--- config.mk ---
export PLATFORM = sky130hd
export DESIGN_NAME = periph_soc
export DESIGN_NICKNAME = d
export VERILOG_FILES = /design/src/design/periph_pkg.sv /design/src/design/periph_soc.sv /design/src/design/sd_ctrl_regs.sv /design/src/design/sd_status_mux.sv /design/src/design/sync_fifo.sv
export SDC_FILE = /design/constraint.sdc
export NUM_CORES = 2
export LEC_CHECK = 0
export BUFFER_PORTS_ARGS = -buffer_cell sky130_fd_sc_hd__buf_2
export CAP_MARGIN = 15
export CORE_MARGIN = 3
export CORE_UTILIZATION = 45
export CTS_CLUSTER_SIZE = 40
export DETAILED_ROUTE_END_ITERATION = 16
export PLACE_DENSITY = 0.64
export SLEW_MARGIN = 25
export SYNTH_ARGS = -nofsm -noshare
export SYNTH_HDL_FRONTEND = slang
export SYNTH_HIERARCHICAL = 1
export SYNTH_SLANG_ARGS = --single-unit
--- constraint.sdc ---
create_clock -name msoc_clk -period 3.84 [get_ports msoc_clk]
set_clock_uncertainty 0.1 [all_clocks]
set_input_delay 0.576 -clock msoc_clk [delete_from_list [all_inputs] [get_ports msoc_clk]]
set_output_delay 0.576 -clock msoc_clk [all_outputs]
set_load 0.1 [all_outputs]
--- src/design/periph_pkg.sv ---
// shared widths, region and sd register address enums, default read word
package periph_pkg;

  localparam int DATA_W   = 32;  // bus and fifo word
  localparam int ADDR_W   = 17;  // byte address width, port carries 16:2
  localparam int CNT_W    = 12;  // fifo read/write counts
  localparam int RESP_W   = 134; // crc in 6:0, four response words above
  localparam int PACKET_W = 48;

  localparam logic [DATA_W-1:0] DEAD_WORD = 32'hdeadbeef;

  typedef enum logic [1:0] {
    REGION_KEYB   = 2'd0,
    REGION_FB     = 2'd1,
    REGION_SD     = 2'd2,
    REGION_RXFIFO = 2'd3
  } periph_region_e;

  typedef enum logic [3:0] {
    SD_ALIGN     = 4'd0,
    SD_CMD_ARG   = 4'd2,
    SD_CMD_IDX   = 4'd3,
    SD_SETTING   = 4'd4,  // data start 5:3, cmd setting 2:0
    SD_CMD_START = 4'd5,
    SD_RESETS    = 4'd6,  // card reset, clk en, data en, cmd en
    SD_BLKCNT    = 4'd7,
    SD_BLKSIZE   = 4'd8,
    SD_TIMEOUT   = 4'd9,
    SD_LED       = 4'd15
  } sd_wr_addr_e;

  typedef enum logic [4:0] {
    SEL_RESP0 = 5'd0, SEL_RESP1 = 5'd1, SEL_RESP2 = 5'd2, SEL_RESP3 = 5'd3,
    SEL_CMD_WAIT   = 5'd4,
    SEL_STATUS     = 5'd5,
    SEL_PACKET_LO  = 5'd6,
    SEL_PACKET_HI  = 5'd7,
    SEL_DATA_WAIT  = 5'd8,
    SEL_TRANSF_CNT = 5'd9,
    SEL_RX_STATUS  = 5'd10,
    SEL_TX_STATUS  = 5'd11,
    SEL_DETECT     = 5'd12,
    SEL_ALIGN = 5'd16, SEL_CMD_ARG = 5'd18, SEL_CMD_IDX = 5'd19,
    SEL_SETTING = 5'd20, SEL_START = 5'd21, SEL_RESETS = 5'd22,
    SEL_BLKCNT = 5'd23, SEL_BLKSIZE = 5'd24, SEL_TIMEOUT = 5'd25,
    SEL_DIP = 5'd31
  } sd_rd_sel_e;

endpackage

--- src/design/periph_soc.sv ---
// peripheral top: region decode, read-data merge, keyboard and sd fifos, sd registers
`timescale 1ns/1ns

module periph_soc
  import periph_pkg::*;
#(
  parameter int FIFO_DEPTH = 16
)
(
  input  logic                msoc_clk,
  input  logic                rstn,
  input  logic                hid_req_i,
  input  logic                hid_we_i,
  input  logic [ADDR_W-3:0]   hid_addr_i,   // word address, byte bits 16:2
  input  logic [DATA_W-1:0]   hid_wrdata_i,
  output logic [DATA_W-1:0]   hid_rddata_o,
  input  logic                key_valid_i,
  input  logic [6:0]          key_ascii_i,
  input  logic [7:0]          key_scan_i,
  input  logic [15:0]         from_dip_i,
  input  logic                sd_detect_i,
  input  logic [27:0]         sd_status_i,
  input  logic [RESP_W-1:0]   sd_cmd_response_i,
  input  logic [DATA_W-1:0]   sd_cmd_wait_i,
  input  logic [DATA_W-1:0]   sd_data_wait_i,
  input  logic [PACKET_W-1:0] sd_cmd_packet_i,
  input  logic [15:0]         sd_transf_cnt_i,
  input  logic                sd_tx_rd_i,
  input  logic                sd_rx_we_i,
  input  logic [DATA_W-1:0]   sd_rx_data_i,
  output logic [DATA_W-1:0]   sd_tx_data_o,
  output logic [7:0]          to_led_o,
  output logic [1:0]          sd_align_o,
  output logic [31:0]         sd_cmd_arg_o,
  output logic [5:0]          sd_cmd_idx_o,
  output logic [2:0]          sd_cmd_setting_o,
  output logic [2:0]          sd_data_start_o,
  output logic                sd_cmd_start_o,
  output logic [15:0]         sd_blkcnt_o,
  output logic [11:0]         sd_blksize_o,
  output logic [31:0]         sd_timeout_o,
  output logic                sd_card_reset_o,
  output logic                sd_clk_en_o,
  output logic                sd_data_en_o,
  output logic                sd_cmd_en_o
);

  periph_region_e    region;
  logic              bus_wr;
  logic              keyb_pop;
  logic              sd_reg_wr;
  logic              tx_push;
  logic              rx_pop;
  logic              sd_fifo_clr;
  logic [DATA_W-1:0] region_rdata [4];
  logic [DATA_W-1:0] keyb_dout;
  logic [DATA_W-1:0] rx_dout;
  logic [DATA_W-1:0] sd_rdata;
  logic [DATA_W-1:0] tx_status;
  logic [DATA_W-1:0] rx_status;
  logic              tx_full, tx_empty, tx_almost_full, tx_wr_err, tx_rd_err;
  logic              rx_full, rx_empty, rx_almost_full, rx_wr_err, rx_rd_err;
  logic [CNT_W-1:0]  tx_wr_count, tx_rd_count;
  logic [CNT_W-1:0]  rx_wr_count, rx_rd_count;

  assign region      = periph_region_e'(hid_addr_i[ADDR_W-3:ADDR_W-4]);
  assign bus_wr      = hid_req_i && hid_we_i;
  assign keyb_pop    = bus_wr && (region == REGION_KEYB);  // a write pops the key queue
  assign sd_reg_wr   = bus_wr && (region == REGION_SD) && !hid_addr_i[12];
  assign tx_push     = bus_wr && (region == REGION_SD) && hid_addr_i[12];
  assign rx_pop      = bus_wr && (region == REGION_RXFIFO);
  assign sd_fifo_clr = !sd_data_en_o;

  assign tx_status = {4'b0, tx_almost_full, tx_full, tx_rd_err, tx_wr_err,
                      tx_rd_count, tx_wr_count};
  assign rx_status = {4'b0, rx_almost_full, rx_full, rx_rd_err, rx_wr_err,
                      rx_rd_count, rx_wr_count};

  assign region_rdata[REGION_KEYB]   = keyb_dout;
  assign region_rdata[REGION_FB]     = '0;  // no frame store
  assign region_rdata[REGION_SD]     = sd_rdata;
  assign region_rdata[REGION_RXFIFO] = rx_dout;

  always_comb
  begin
    hid_rddata_o = '0;
    for (int i = 0; i < 4; i++)
      if (region == periph_region_e'(i))
        hid_rddata_o |= region_rdata[i];
  end

  sync_fifo #(.WIDTH(DATA_W), .DEPTH(FIFO_DEPTH)) keyb_fifo (
    .msoc_clk(msoc_clk), .rstn(rstn), .clr_i(1'b0),
    .push_i(key_valid_i), .din_i(DATA_W'({key_ascii_i, key_scan_i})),
    .pop_i(keyb_pop), .dout_o(keyb_dout),
    .full_o(), .empty_o(), .almost_full_o(), .wr_err_o(), .rd_err_o(),
    .wr_count_o(), .rd_count_o()
  );

  sync_fifo #(.WIDTH(DATA_W), .DEPTH(FIFO_DEPTH)) tx_fifo (
    .msoc_clk(msoc_clk), .rstn(rstn), .clr_i(sd_fifo_clr),
    .push_i(tx_push), .din_i(hid_wrdata_i), .pop_i(sd_tx_rd_i), .dout_o(sd_tx_data_o),
    .full_o(tx_full), .empty_o(tx_empty), .almost_full_o(tx_almost_full),
    .wr_err_o(tx_wr_err), .rd_err_o(tx_rd_err),
    .wr_count_o(tx_wr_count), .rd_count_o(tx_rd_count)
  );

  sync_fifo #(.WIDTH(DATA_W), .DEPTH(FIFO_DEPTH)) rx_fifo (
    .msoc_clk(msoc_clk), .rstn(rstn), .clr_i(sd_fifo_clr),
    .push_i(sd_rx_we_i), .din_i(sd_rx_data_i), .pop_i(rx_pop), .dout_o(rx_dout),
    .full_o(rx_full), .empty_o(rx_empty), .almost_full_o(rx_almost_full),
    .wr_err_o(rx_wr_err), .rd_err_o(rx_rd_err),
    .wr_count_o(rx_wr_count), .rd_count_o(rx_rd_count)
  );

  sd_ctrl_regs u_sd_ctrl_regs (
    .msoc_clk(msoc_clk), .rstn(rstn), .wr_en_i(sd_reg_wr),
    .addr_i(sd_wr_addr_e'(hid_addr_i[3:0])), .wdata_i(hid_wrdata_i),
    .sd_align_o(sd_align_o), .sd_cmd_arg_o(sd_cmd_arg_o), .sd_cmd_idx_o(sd_cmd_idx_o),
    .sd_cmd_setting_o(sd_cmd_setting_o), .sd_data_start_o(sd_data_start_o),
    .sd_cmd_start_o(sd_cmd_start_o), .sd_blkcnt_o(sd_blkcnt_o),
    .sd_blksize_o(sd_blksize_o), .sd_timeout_o(sd_timeout_o),
    .sd_card_reset_o(sd_card_reset_o), .sd_clk_en_o(sd_clk_en_o),
    .sd_data_en_o(sd_data_en_o), .sd_cmd_en_o(sd_cmd_en_o), .to_led_o(to_led_o)
  );

  sd_status_mux u_sd_status_mux (
    .msoc_clk(msoc_clk), .rstn(rstn), .sel_i(sd_rd_sel_e'(hid_addr_i[4:0])),
    .sd_detect_i(sd_detect_i), .sd_status_i(sd_status_i),
    .sd_cmd_response_i(sd_cmd_response_i), .sd_cmd_wait_i(sd_cmd_wait_i),
    .sd_data_wait_i(sd_data_wait_i), .sd_cmd_packet_i(sd_cmd_packet_i),
    .sd_transf_cnt_i(sd_transf_cnt_i), .from_dip_i(from_dip_i),
    .tx_status_i(tx_status), .rx_status_i(rx_status),
    .tx_full_i(tx_full), .tx_empty_i(tx_empty), .rx_full_i(rx_full), .rx_empty_i(rx_empty),
    .sd_align_i(sd_align_o), .sd_cmd_arg_i(sd_cmd_arg_o), .sd_cmd_idx_i(sd_cmd_idx_o),
    .sd_cmd_setting_i(sd_cmd_setting_o), .sd_data_start_i(sd_data_start_o),
    .sd_cmd_start_i(sd_cmd_start_o), .sd_blkcnt_i(sd_blkcnt_o),
    .sd_blksize_i(sd_blksize_o), .sd_timeout_i(sd_timeout_o),
    .sd_card_reset_i(sd_card_reset_o), .sd_clk_en_i(sd_clk_en_o),
    .sd_data_en_i(sd_data_en_o), .sd_cmd_en_i(sd_cmd_en_o),
    .rdata_o(sd_rdata)
  );

endmodule

--- src/design/sd_ctrl_regs.sv ---
// bus-written sd configuration, reset/enable and led registers
`timescale 1ns/1ns

module sd_ctrl_regs
  import periph_pkg::*;
(
  input  logic              msoc_clk,
  input  logic              rstn,
  input  logic              wr_en_i,   // qualified for register space
  input  sd_wr_addr_e       addr_i,
  input  logic [DATA_W-1:0] wdata_i,
  output logic [1:0]        sd_align_o,
  output logic [31:0]       sd_cmd_arg_o,
  output logic [5:0]        sd_cmd_idx_o,
  output logic [2:0]        sd_cmd_setting_o,
  output logic [2:0]        sd_data_start_o,
  output logic              sd_cmd_start_o,
  output logic [15:0]       sd_blkcnt_o,
  output logic [11:0]       sd_blksize_o,
  output logic [31:0]       sd_timeout_o,
  output logic              sd_card_reset_o,
  output logic              sd_clk_en_o,
  output logic              sd_data_en_o,
  output logic              sd_cmd_en_o,
  output logic [7:0]        to_led_o
);

  always_ff @(posedge msoc_clk or negedge rstn)
  begin
    if (!rstn)
    begin
      sd_align_o       <= '0;
      sd_cmd_arg_o     <= '0;
      sd_cmd_idx_o     <= '0;
      sd_cmd_setting_o <= '0;
      sd_data_start_o  <= '0;
      sd_cmd_start_o   <= 1'b0;
      sd_blkcnt_o      <= '0;
      sd_blksize_o     <= '0;
      sd_timeout_o     <= '0;
      sd_card_reset_o  <= 1'b0;
      sd_clk_en_o      <= 1'b0;
      sd_data_en_o     <= 1'b0;
      sd_cmd_en_o      <= 1'b0;
      to_led_o         <= '0;
    end
    else if (wr_en_i)
    begin
      case (addr_i)
        SD_ALIGN:
        begin
          sd_align_o <= wdata_i[1:0];
        end
        SD_CMD_ARG:
        begin
          sd_cmd_arg_o <= wdata_i[31:0];
        end
        SD_CMD_IDX:
        begin
          sd_cmd_idx_o <= wdata_i[5:0];
        end
        SD_SETTING:
        begin
          sd_data_start_o  <= wdata_i[5:3];
          sd_cmd_setting_o <= wdata_i[2:0];
        end
        SD_CMD_START:
        begin
          sd_cmd_start_o <= wdata_i[0];  // level, held until rewritten
        end
        SD_RESETS:
        begin
          sd_card_reset_o <= wdata_i[3];
          sd_clk_en_o     <= wdata_i[2];
          sd_data_en_o    <= wdata_i[1];  // low holds sd fifos cleared
          sd_cmd_en_o     <= wdata_i[0];
        end
        SD_BLKCNT:
        begin
          sd_blkcnt_o <= wdata_i[15:0];
        end
        SD_BLKSIZE:
        begin
          sd_blksize_o <= wdata_i[11:0];
        end
        SD_TIMEOUT:
        begin
          sd_timeout_o <= wdata_i[31:0];
        end
        SD_LED:
        begin
          to_led_o <= wdata_i[7:0];  // card activity and the like
        end
        default:
        begin
          // unlisted addresses ignored
        end
      endcase
    end
  end

endmodule

--- src/design/sd_status_mux.sv ---
// registered readback word for the sd region: engine status, fifo status, config
`timescale 1ns/1ns

module sd_status_mux
  import periph_pkg::*;
(
  input  logic                msoc_clk,
  input  logic                rstn,
  input  sd_rd_sel_e          sel_i,
  input  logic                sd_detect_i,
  input  logic [27:0]         sd_status_i,
  input  logic [RESP_W-1:0]   sd_cmd_response_i,
  input  logic [DATA_W-1:0]   sd_cmd_wait_i,
  input  logic [DATA_W-1:0]   sd_data_wait_i,
  input  logic [PACKET_W-1:0] sd_cmd_packet_i,
  input  logic [15:0]         sd_transf_cnt_i,
  input  logic [15:0]         from_dip_i,
  input  logic [DATA_W-1:0]   tx_status_i,
  input  logic [DATA_W-1:0]   rx_status_i,
  input  logic                tx_full_i,
  input  logic                tx_empty_i,
  input  logic                rx_full_i,
  input  logic                rx_empty_i,
  input  logic [1:0]          sd_align_i,
  input  logic [31:0]         sd_cmd_arg_i,
  input  logic [5:0]          sd_cmd_idx_i,
  input  logic [2:0]          sd_cmd_setting_i,
  input  logic [2:0]          sd_data_start_i,
  input  logic                sd_cmd_start_i,
  input  logic [15:0]         sd_blkcnt_i,
  input  logic [11:0]         sd_blksize_i,
  input  logic [31:0]         sd_timeout_i,
  input  logic                sd_card_reset_i,
  input  logic                sd_clk_en_i,
  input  logic                sd_data_en_i,
  input  logic                sd_cmd_en_i,
  output logic [DATA_W-1:0]   rdata_o
);

  logic [DATA_W-1:0] sel_word;

  // engine inputs sampled with the select at the same edge
  always_comb
  begin
    case (sel_i)
      SEL_RESP0:      sel_word = sd_cmd_response_i[38:7];
      SEL_RESP1:      sel_word = sd_cmd_response_i[70:39];
      SEL_RESP2:      sel_word = sd_cmd_response_i[102:71];
      SEL_RESP3:      sel_word = DATA_W'(sd_cmd_response_i[RESP_W-1:103]);
      SEL_CMD_WAIT:   sel_word = sd_cmd_wait_i;
      SEL_STATUS:     sel_word = {sd_status_i, tx_full_i, tx_empty_i, rx_full_i, rx_empty_i};
      SEL_PACKET_LO:  sel_word = sd_cmd_packet_i[31:0];
      SEL_PACKET_HI:  sel_word = DATA_W'(sd_cmd_packet_i[PACKET_W-1:32]);
      SEL_DATA_WAIT:  sel_word = sd_data_wait_i;
      SEL_TRANSF_CNT: sel_word = DATA_W'(sd_transf_cnt_i);
      SEL_RX_STATUS:  sel_word = rx_status_i;
      SEL_TX_STATUS:  sel_word = tx_status_i;
      SEL_DETECT:     sel_word = DATA_W'(sd_detect_i);
      SEL_ALIGN:      sel_word = DATA_W'(sd_align_i);
      SEL_CMD_ARG:    sel_word = sd_cmd_arg_i;
      SEL_CMD_IDX:    sel_word = DATA_W'(sd_cmd_idx_i);
      SEL_SETTING:    sel_word = DATA_W'({sd_data_start_i, sd_cmd_setting_i});
      SEL_START:      sel_word = DATA_W'(sd_cmd_start_i);
      SEL_RESETS:
      begin
        sel_word = DATA_W'({sd_card_reset_i, sd_clk_en_i, sd_data_en_i, sd_cmd_en_i});
      end
      SEL_BLKCNT:     sel_word = DATA_W'(sd_blkcnt_i);
      SEL_BLKSIZE:    sel_word = DATA_W'(sd_blksize_i);
      SEL_TIMEOUT:    sel_word = sd_timeout_i;
      SEL_DIP:        sel_word = DATA_W'(from_dip_i);  // boot mode switches
      default:        sel_word = DEAD_WORD;            // unused select
    endcase
  end

  always_ff @(posedge msoc_clk or negedge rstn)
  begin
    if (!rstn)
      rdata_o <= '0;
    else
      rdata_o <= sel_word;  // seen one cycle after the address
  end

endmodule

--- src/design/sync_fifo.sv ---
// single-clock show-ahead fifo with counts, sticky error flags and level flags
`timescale 1ns/1ns

module sync_fifo
  import periph_pkg::*;
#(
  parameter int WIDTH = DATA_W,
  parameter int DEPTH = 16
)
(
  input  logic             msoc_clk,
  input  logic             rstn,
  input  logic             clr_i,
  input  logic             push_i,
  input  logic [WIDTH-1:0] din_i,
  input  logic             pop_i,
  output logic [WIDTH-1:0] dout_o,
  output logic             full_o,
  output logic             empty_o,
  output logic             almost_full_o,
  output logic             wr_err_o,
  output logic             rd_err_o,
  output logic [CNT_W-1:0] wr_count_o,
  output logic [CNT_W-1:0] rd_count_o
);

  localparam int PTR_W = (DEPTH > 1) ? $clog2(DEPTH) : 1;
  localparam int OCC_W = $clog2(DEPTH + 1);

  logic [WIDTH-1:0] mem [DEPTH];
  logic [PTR_W-1:0] wr_ptr;
  logic [PTR_W-1:0] rd_ptr;
  logic [OCC_W-1:0] occ;    // entries held
  logic             push_ok;
  logic             pop_ok;

  // pointer step, wraps for any depth
  function automatic logic [PTR_W-1:0] ptr_next(input logic [PTR_W-1:0] ptr);
    if (ptr == PTR_W'(DEPTH - 1))
      return '0;
    return ptr + 1'b1;
  endfunction

  assign push_ok       = push_i && !full_o;  // push to full fifo dropped
  assign pop_ok        = pop_i && !empty_o;
  assign full_o        = (occ == OCC_W'(DEPTH));
  assign empty_o       = (occ == '0);
  assign almost_full_o = (occ >= OCC_W'(DEPTH - 1));
  assign dout_o        = mem[rd_ptr];        // head always visible

  always_ff @(posedge msoc_clk)
  begin
    if (push_ok)
      mem[wr_ptr] <= din_i;
  end

  always_ff @(posedge msoc_clk or negedge rstn)
  begin
    if (!rstn)
    begin
      wr_ptr     <= '0;
      rd_ptr     <= '0;
      occ        <= '0;
      wr_err_o   <= 1'b0;
      rd_err_o   <= 1'b0;
      wr_count_o <= '0;
      rd_count_o <= '0;
    end
    else if (clr_i)
    begin
      wr_ptr     <= '0;
      rd_ptr     <= '0;
      occ        <= '0;
      wr_err_o   <= 1'b0;
      rd_err_o   <= 1'b0;
      wr_count_o <= '0;
      rd_count_o <= '0;
    end
    else
    begin
      if (push_ok)
      begin
        wr_ptr     <= ptr_next(wr_ptr);
        wr_count_o <= wr_count_o + 1'b1;  // wraps at CNT_W
      end
      if (pop_ok)
      begin
        rd_ptr     <= ptr_next(rd_ptr);
        rd_count_o <= rd_count_o + 1'b1;
      end
      case ({push_ok, pop_ok})
        2'b10:   occ <= occ + 1'b1;
        2'b01:   occ <= occ - 1'b1;
        default: occ <= occ;
      endcase
      if (push_i && full_o)
        wr_err_o <= 1'b1;  // sticky until clear
      if (pop_i && empty_o)
        rd_err_o <= 1'b1;
    end
  end

endmodule

==> Word-level counts from Yosys, hierarchy flattened <==
Memory sizes are Yosys's and may differ from the RTL's.
Cells that the tools add are included.
{ "op_classes": {"order_cmp": 2, "n_bitwise": 2, "mux": 67, "eq_ne": 58, "addsub": 16, "reduce_logical": 40} }
{ "ops": {"columns": ["operator", "n"], "rows": [
  ["$pmux 32 s23", 1],
  ["$mux 12", 8],
  ["$mux 32", 3],
  ["$mux 4", 20],
  ["$eq 5x5->1 const B", 13],
  ["$or 32x32->32", 2],
  ["$add 12x1->12 const B", 4],
  ["$eq 4x4->1 const B", 9],
  ["$mux 1", 30],
  ["$pmux 5 s2", 3],
  ["$eq 5x4->1 const B", 5],
  ["$add 4x1->4 const B", 6],
  ["$eq 5x3->1 const B", 4],
  ["$logic_not 5->1", 4],
  ["$reduce_and 2->1", 10],
  ["$eq 4x3->1 const B", 4],
  ["$logic_and 1x1->1", 16],
  ["$ne 2x2->1 const B", 8],
  ["$add 5x1->5 const B", 3],
  ["$sub 5x1->5 const B", 3],
  ["$eq 2x2->1 const B", 5],
  ["$eq 5x2->1 const B", 2],
  ["$ge 5x4->1 const B", 2],
  ["$mux 5", 2],
  ["8 further kinds", 18]
]} }
{ "word_totals": {"out_inout_bits": 183, "elab_cells": 220, "mem_count": 3, "mem_bits_rw": 1264, "ff_bits": 242, "input_bits": 408} }
{ "mem_list": {"columns": ["name", "words", "word_bits", "rd", "rd_ports_with_merged_regs", "wr", "line_no", "source"], "rows": [
  ["rx_fifo.mem", 16, 32, 1, 0, 1, "sync_fifo.sv:30", "logic [WIDTH-1:0] mem [DEPTH];"],
  ["tx_fifo.mem", 16, 32, 1, 0, 1, "sync_fifo.sv:30", null],
  ["keyb_fifo.mem", 16, 15, 1, 0, 1, "sync_fifo.sv:30", null]
]} }

==> Logic depth before layout (Yosys ltp) <==
{ "logic_depth": {"depth_word": 9, "mapped_depth": 12, "ltp_nobuf": 11} }

==> Cells and area by module <==
The synthesis kept the hierarchy.
{ "by_module_without_submodules": {"columns": ["mod", "area_per_inst_um2", "seq_area_each_um2", "cells_each", "n_inst"], "rows": [
  ["sync_fifo at keyb_fifo ...", 21408.0, 16350.7, 959, 2],
  ["sync_fifo at rx_fifo", 21405.5, 16350.7, 962, 1],
  ["sd_ctrl_regs", 4518.1, 2977.9, 267, 1],
  ["sd_status_mux", 4349.2, 800.8, 523, 1],
  ["periph_soc", 863.3, 0.0, 84, 1]
]} }

==> Worst setup path after synthesis <==
No wires, ideal clock.
{ "synth_timing": {"path_type": "flip-flop to output port", "from": "register rx_fifo.rd_ptr[0]", "to": "output hid_rddata_o[11]", "path_buffers": 2, "t_required_ns": 3.164, "slack_ns": 0.353, "path_stages_with_launch": 7, "t_arrival_ns": 2.811, "path_cell_list": "dfrtp_1 clkbuf_1 buf_1 mux4_2 mux4_2 mux2_4 a22o_1"} }
{ "synth_via": {"elab_chain_len": 3} }
{ "synth_lines": {"columns": ["item", "line_no", "source"], "rows": [
  ["start, declared", "sync_fifo.sv:32", "logic [PTR_W-1:0] rd_ptr;"],
  ["start signal, assigned", "sync_fifo.sv:88", "rd_ptr <= ptr_next(rd_ptr);"],
  ["$mem_v2 16x32", null, null],
  ["named net rx_dout[11]", "periph_soc.sv:57", "logic [DATA_W-1:0] rx_dout;"],
  ["$or 32x32->32", "periph_soc.sv:89", "hid_rddata_o |= region_rdata[i];"],
  ["$mux 32", "periph_soc.sv:88", "if (region == periph_region_e'(i))"],
  ["end, declared", "periph_soc.sv:16", "output logic [DATA_W-1:0] hid_rddata_o,"]
]} }
The timed path passes the listed nets, and every way through them passes these cells.

==> Worst setup path after layout <==
{ "layout_timing": {"from": "register rx_fifo.rd_ptr[0]", "to": "output hid_rddata_o[6]"} }
Same word-level chain as after synthesis.

==> results.rst <==
.. list-table::
   :header-rows: 1

   * - Metric
     - Value
   * - Power per standard cell area
     - 469 nW/um2
   * - DRT iter0 DRCs
     - ~4600
   * - Violated checks
     - negative setup slack
   * - Global-route met2 utilization
     - 40.6%
   * - Critical Path AT
     - 3.48 ns
   * - Placer's final routability congestion estimate
     - 1.02
   * - Gate Count Post-Synth
     - 3631
   * - Worst setup path category
     - register to output port
   * - Area after DPL
     - 80800 um2
   * - Core Region
     - 159000 um2
   * - Final design instance area without fill
     - 88700 um2
   * - Mean Syn Cell Area
     - between 20 and 25 um2
   * - Required time of the critical path
     - 3.16 ns
   * - Clock tree from TritonCTS
     - yes
   * - Max rail drop VDD
     - 0.511 mV
   * - Dpl hpwl
     - 150000 um
   * - Total global-route track usage
     - 26.6%
   * - Net Sw Frac
     - 23.0%
   * - Post-synthesis instance area
     - 72800 um2
   * - Pin count of the biggest net entering global routing
     - 85
   * - Fillcell total
     - about 12000
   * - Avg WL per Cell
     - between 30 and 40 um
   * - Number of ports placed on the die boundary
     - 591
   * - Effective utilization at floorplan
     - 45.6%
   * - Internal power
     - roughly 0.032 W
   * - Classification of the worst-slack hold path
     - input pin to register
   * - # port buffers
     - 576
   * - Max-cap violations
     - 0
   * - Cts bufs inserted
     - 181
   * - Hold_ws
     - ~0.060 ns
   * - Highest clock frequency the design can meet
     - around 0.24 GHz
   * - Min Tclk post-route
     - 4.16 ns
   * - Clock Tree Buf Depth
     - 3
   * - Total global routing overflow
     - 0
   * - Number of nets with antenna violations after routing
     - 0
   * - Setup total negative slack
     - -7.72 ns
   * - Num Clock Sinks
     - 1778
   * - Measured slew at the worst slew-check pin
     - 0.998 ns
   * - Clk slew on worst S/H paths
     - 0.06 ns
   * - Final Power
     - 0.0416 W
   * - Die Wd
     - 408 um
   * - Wire length of the first global-routing pass
     - approximately 310000 um
   * - Die boundary height
     - ~400 um
   * - Initial antenna violation count
     - 71
   * - Number of vias per cell after detailed routing
     - 5.87
   * - Area of the die
     - 167000 um2
   * - Number of detailed-routing iterations run before antenna repair
     - 6
   * - Portion of total power attributed to sequential cells
     - about 51%
   * - Remaining routing DRC violations
     - 0
   * - Crit path capture type
     - output port
   * - Clock network power share
     - 42.0%
   * - Routed wire length
     - 223000 um
   * - Final-stage net count
     - 5154
   * - Power spent charging and discharging nets
     - 0.00956 W
   * - Number of setup violations in the final report
     - 32
   * - P_leak
     - 30.9 nW
   * - Root buffer selected by CTS
     - sky130_fd_sc_hd__clkbuf_16
   * - H-tree depth
     - 4
   * - Status
     - finished with violations
   * - Final cycle utilization of the critical path
     - 108%
   * - Slew Limit Fails
     - 0
   * - Grt peak-use layer
     - met2
   * - Vias post-DR
     - 41500
   * - Met1 routing resource usage after global routing
     - a little under two fifths
   * - Critical-path maximum fanout
     - 8
   * - Post-layout worst setup margin
     - -0.316 ns
   * - CP Launch Type
     - register
   * - Setup repair after global routing missed its margin
     - true
   * - Site Rows
     - 146
   * - Relative contribution of combinational cells to total power
     - 6.6%
   * - Final number of hold-violating endpoints
     - 0
   * - Share of post-route cells with drive strength above 1
     - 37.2%
   * - Signed area change from the synthesized netlist to the final layout
     - 21.9%
   * - Tightest slew margin relative to the limit
     - around a third
   * - Vias in the first global route
     - 41700
   * - Clock insertion delay at the later pin of the skew report
     - 0.83 ns
   * - Global-route met3 utilization
     - roughly 6.4%
   * - Total number of yosys warnings
     - 6
[final timing paths]
path / from / endpoint / slack, ns / cells after the start
max: rx_fifo/rd_ptr[0]$_DFFE_PN0P_ / hid_rddata_o[6] / -0.32 / 8
min: sd_cmd_packet_i[31] / u_sd_status_mux/rdata_o[31]$_DFF_PN0_ / 0.06 / 3
max reg2reg: rx_fifo/occ[1]$_DFFE_PN0P_ / rx_fifo/occ[4]$_DFFE_PN0P_ / 0.76 / 9
min reg2reg: u_sd_ctrl_regs/to_led_o[3]$_DFFE_PN0P_ / u_sd_ctrl_regs/to_led_o[3]$_DFFE_PN0P_ / 0.42 / 1
max in group asynchronous: rstn / u_sd_ctrl_regs/sd_timeout_o[18]$_DFFE_PN0P_ / 2.50 / 3
min in group asynchronous: rstn / u_sd_ctrl_regs/sd_blkcnt_o[2]$_DFFE_PN0P_ / 0.22 / 2
[timing repair]
item / CTS / global route
setup endpoints to repair: 64 / 37
cloned: 3 / 5
hold buffers: 65 / 0
gates resized for setup: 120 / 50
buffers inserted: 20 / 5
endpoints found under the hold margin: 504 / 0
pin swaps: 4 / 8
[power by group through the flow]
stage / clock [W] / sequential (W) / combinational (W)
after detailed placement: 0 / 0.0218 / 0.00251
after floorplan: 0 / 0.0221 / 0.000991
after global routing: 0.0186 / 0.0214 / 0.00286
after CTS: 0.0178 / 0.0214 / 0.00267
after global placement: 0 / 0.0218 / 0.00248
final: 0.0175 / 0.0214 / 0.00276
[critical path, cell delays in order (launching register included)]
cell,delay (ns)
sky130_fd_sc_hd__dfrtp_4,0.44
sky130_fd_sc_hd__buf_12,0.15
sky130_fd_sc_hd__buf_12,0.16
sky130_fd_sc_hd__buf_4,0.16
sky130_fd_sc_hd__mux4_2,0.50
sky130_fd_sc_hd__mux4_2,0.51
sky130_fd_sc_hd__mux2_4,0.28
sky130_fd_sc_hd__a22o_1,0.25
sky130_fd_sc_hd__buf_8,0.20
[area by class of cell]
cell class / instances / area [um2] / share of cell area, %
antenna: 41 / 103 / 0.116
clock buffer: 238 / 4900 / 5.52
clock inverter: 98 / 1020 / 1.15
inverter: 21 / 78.8 / 0.0889
multi-input combinational: 1882 / 20700 / 23.4
sequential: 1778 / 52200 / 58.9
tap: 2146 / 2690 / 3.03
timing repair buffer: 857 / 6960 / 7.85
[layout by cell type, fill, tap and decap left out, types with 39 or more instances in the layout]
cell                            instances
sky130_fd_sc_hd__buf_2                539
sky130_fd_sc_hd__buf_12               114
sky130_fd_sc_hd__mux4_2               480
sky130_fd_sc_hd__dlygate4sd3_1         65
sky130_fd_sc_hd__diode_2               41
sky130_fd_sc_hd__conb_1               283
sky130_fd_sc_hd__clkbuf_1              46
sky130_fd_sc_hd__nor2_1                91
sky130_fd_sc_hd__buf_4                109
sky130_fd_sc_hd__a22oi_1              110
sky130_fd_sc_hd__a21oi_1               56
sky130_fd_sc_hd__dfrtp_1              230
sky130_fd_sc_hd__mux2_2               121
sky130_fd_sc_hd__clkbuf_16            189
sky130_fd_sc_hd__a22o_1                39
sky130_fd_sc_hd__nand4_1               39
sky130_fd_sc_hd__mux2_4                40
sky130_fd_sc_hd__edfxtp_1            1536
sky130_fd_sc_hd__nand3_1               45
sky130_fd_sc_hd__nand2_1              100
[per-layer routing]
metal / vias up / routed length, um
met5: - / 193
met4: 24 / 8260
met3: 435 / 21700
met2: 2080 / 103000
met1: 21800 / 90100
li1: 17100 / -
[state kept, by name, summed over array words and instances (netlist names), 12 cells and up]
signal / flops
tx_fifo/wr_count_o: 12
tx_fifo/mem: 512
rx_fifo/wr_count_o: 12
u_sd_ctrl_regs/sd_cmd_arg_o: 32
u_sd_ctrl_regs/sd_blkcnt_o: 16
u_sd_status_mux/rdata_o: 32
tx_fifo/rd_count_o: 12
rx_fifo/mem: 512
keyb_fifo/mem: 512
u_sd_ctrl_regs/sd_blksize_o: 12
rx_fifo/rd_count_o: 12
u_sd_ctrl_regs/sd_timeout_o: 32
[metrics by stage]
| step | cells | worst slack (ns) | utilization (%) |
|---|---|---|---|
| after floorplan | 3913 | 0.353 | - |
| after global placement | 6586 | 0.228 | 50.7 |
| after detailed placement | 6586 | 0.219 | 50.7 |
| after CTS | 7010 | -0.373 | 55.3 |
| after global routing | 7046 | -0.407 | 55.6 |
| final | 7061 | -0.316 | 55.6 |
Note: power is estimated with default switching activity, not from simulation.
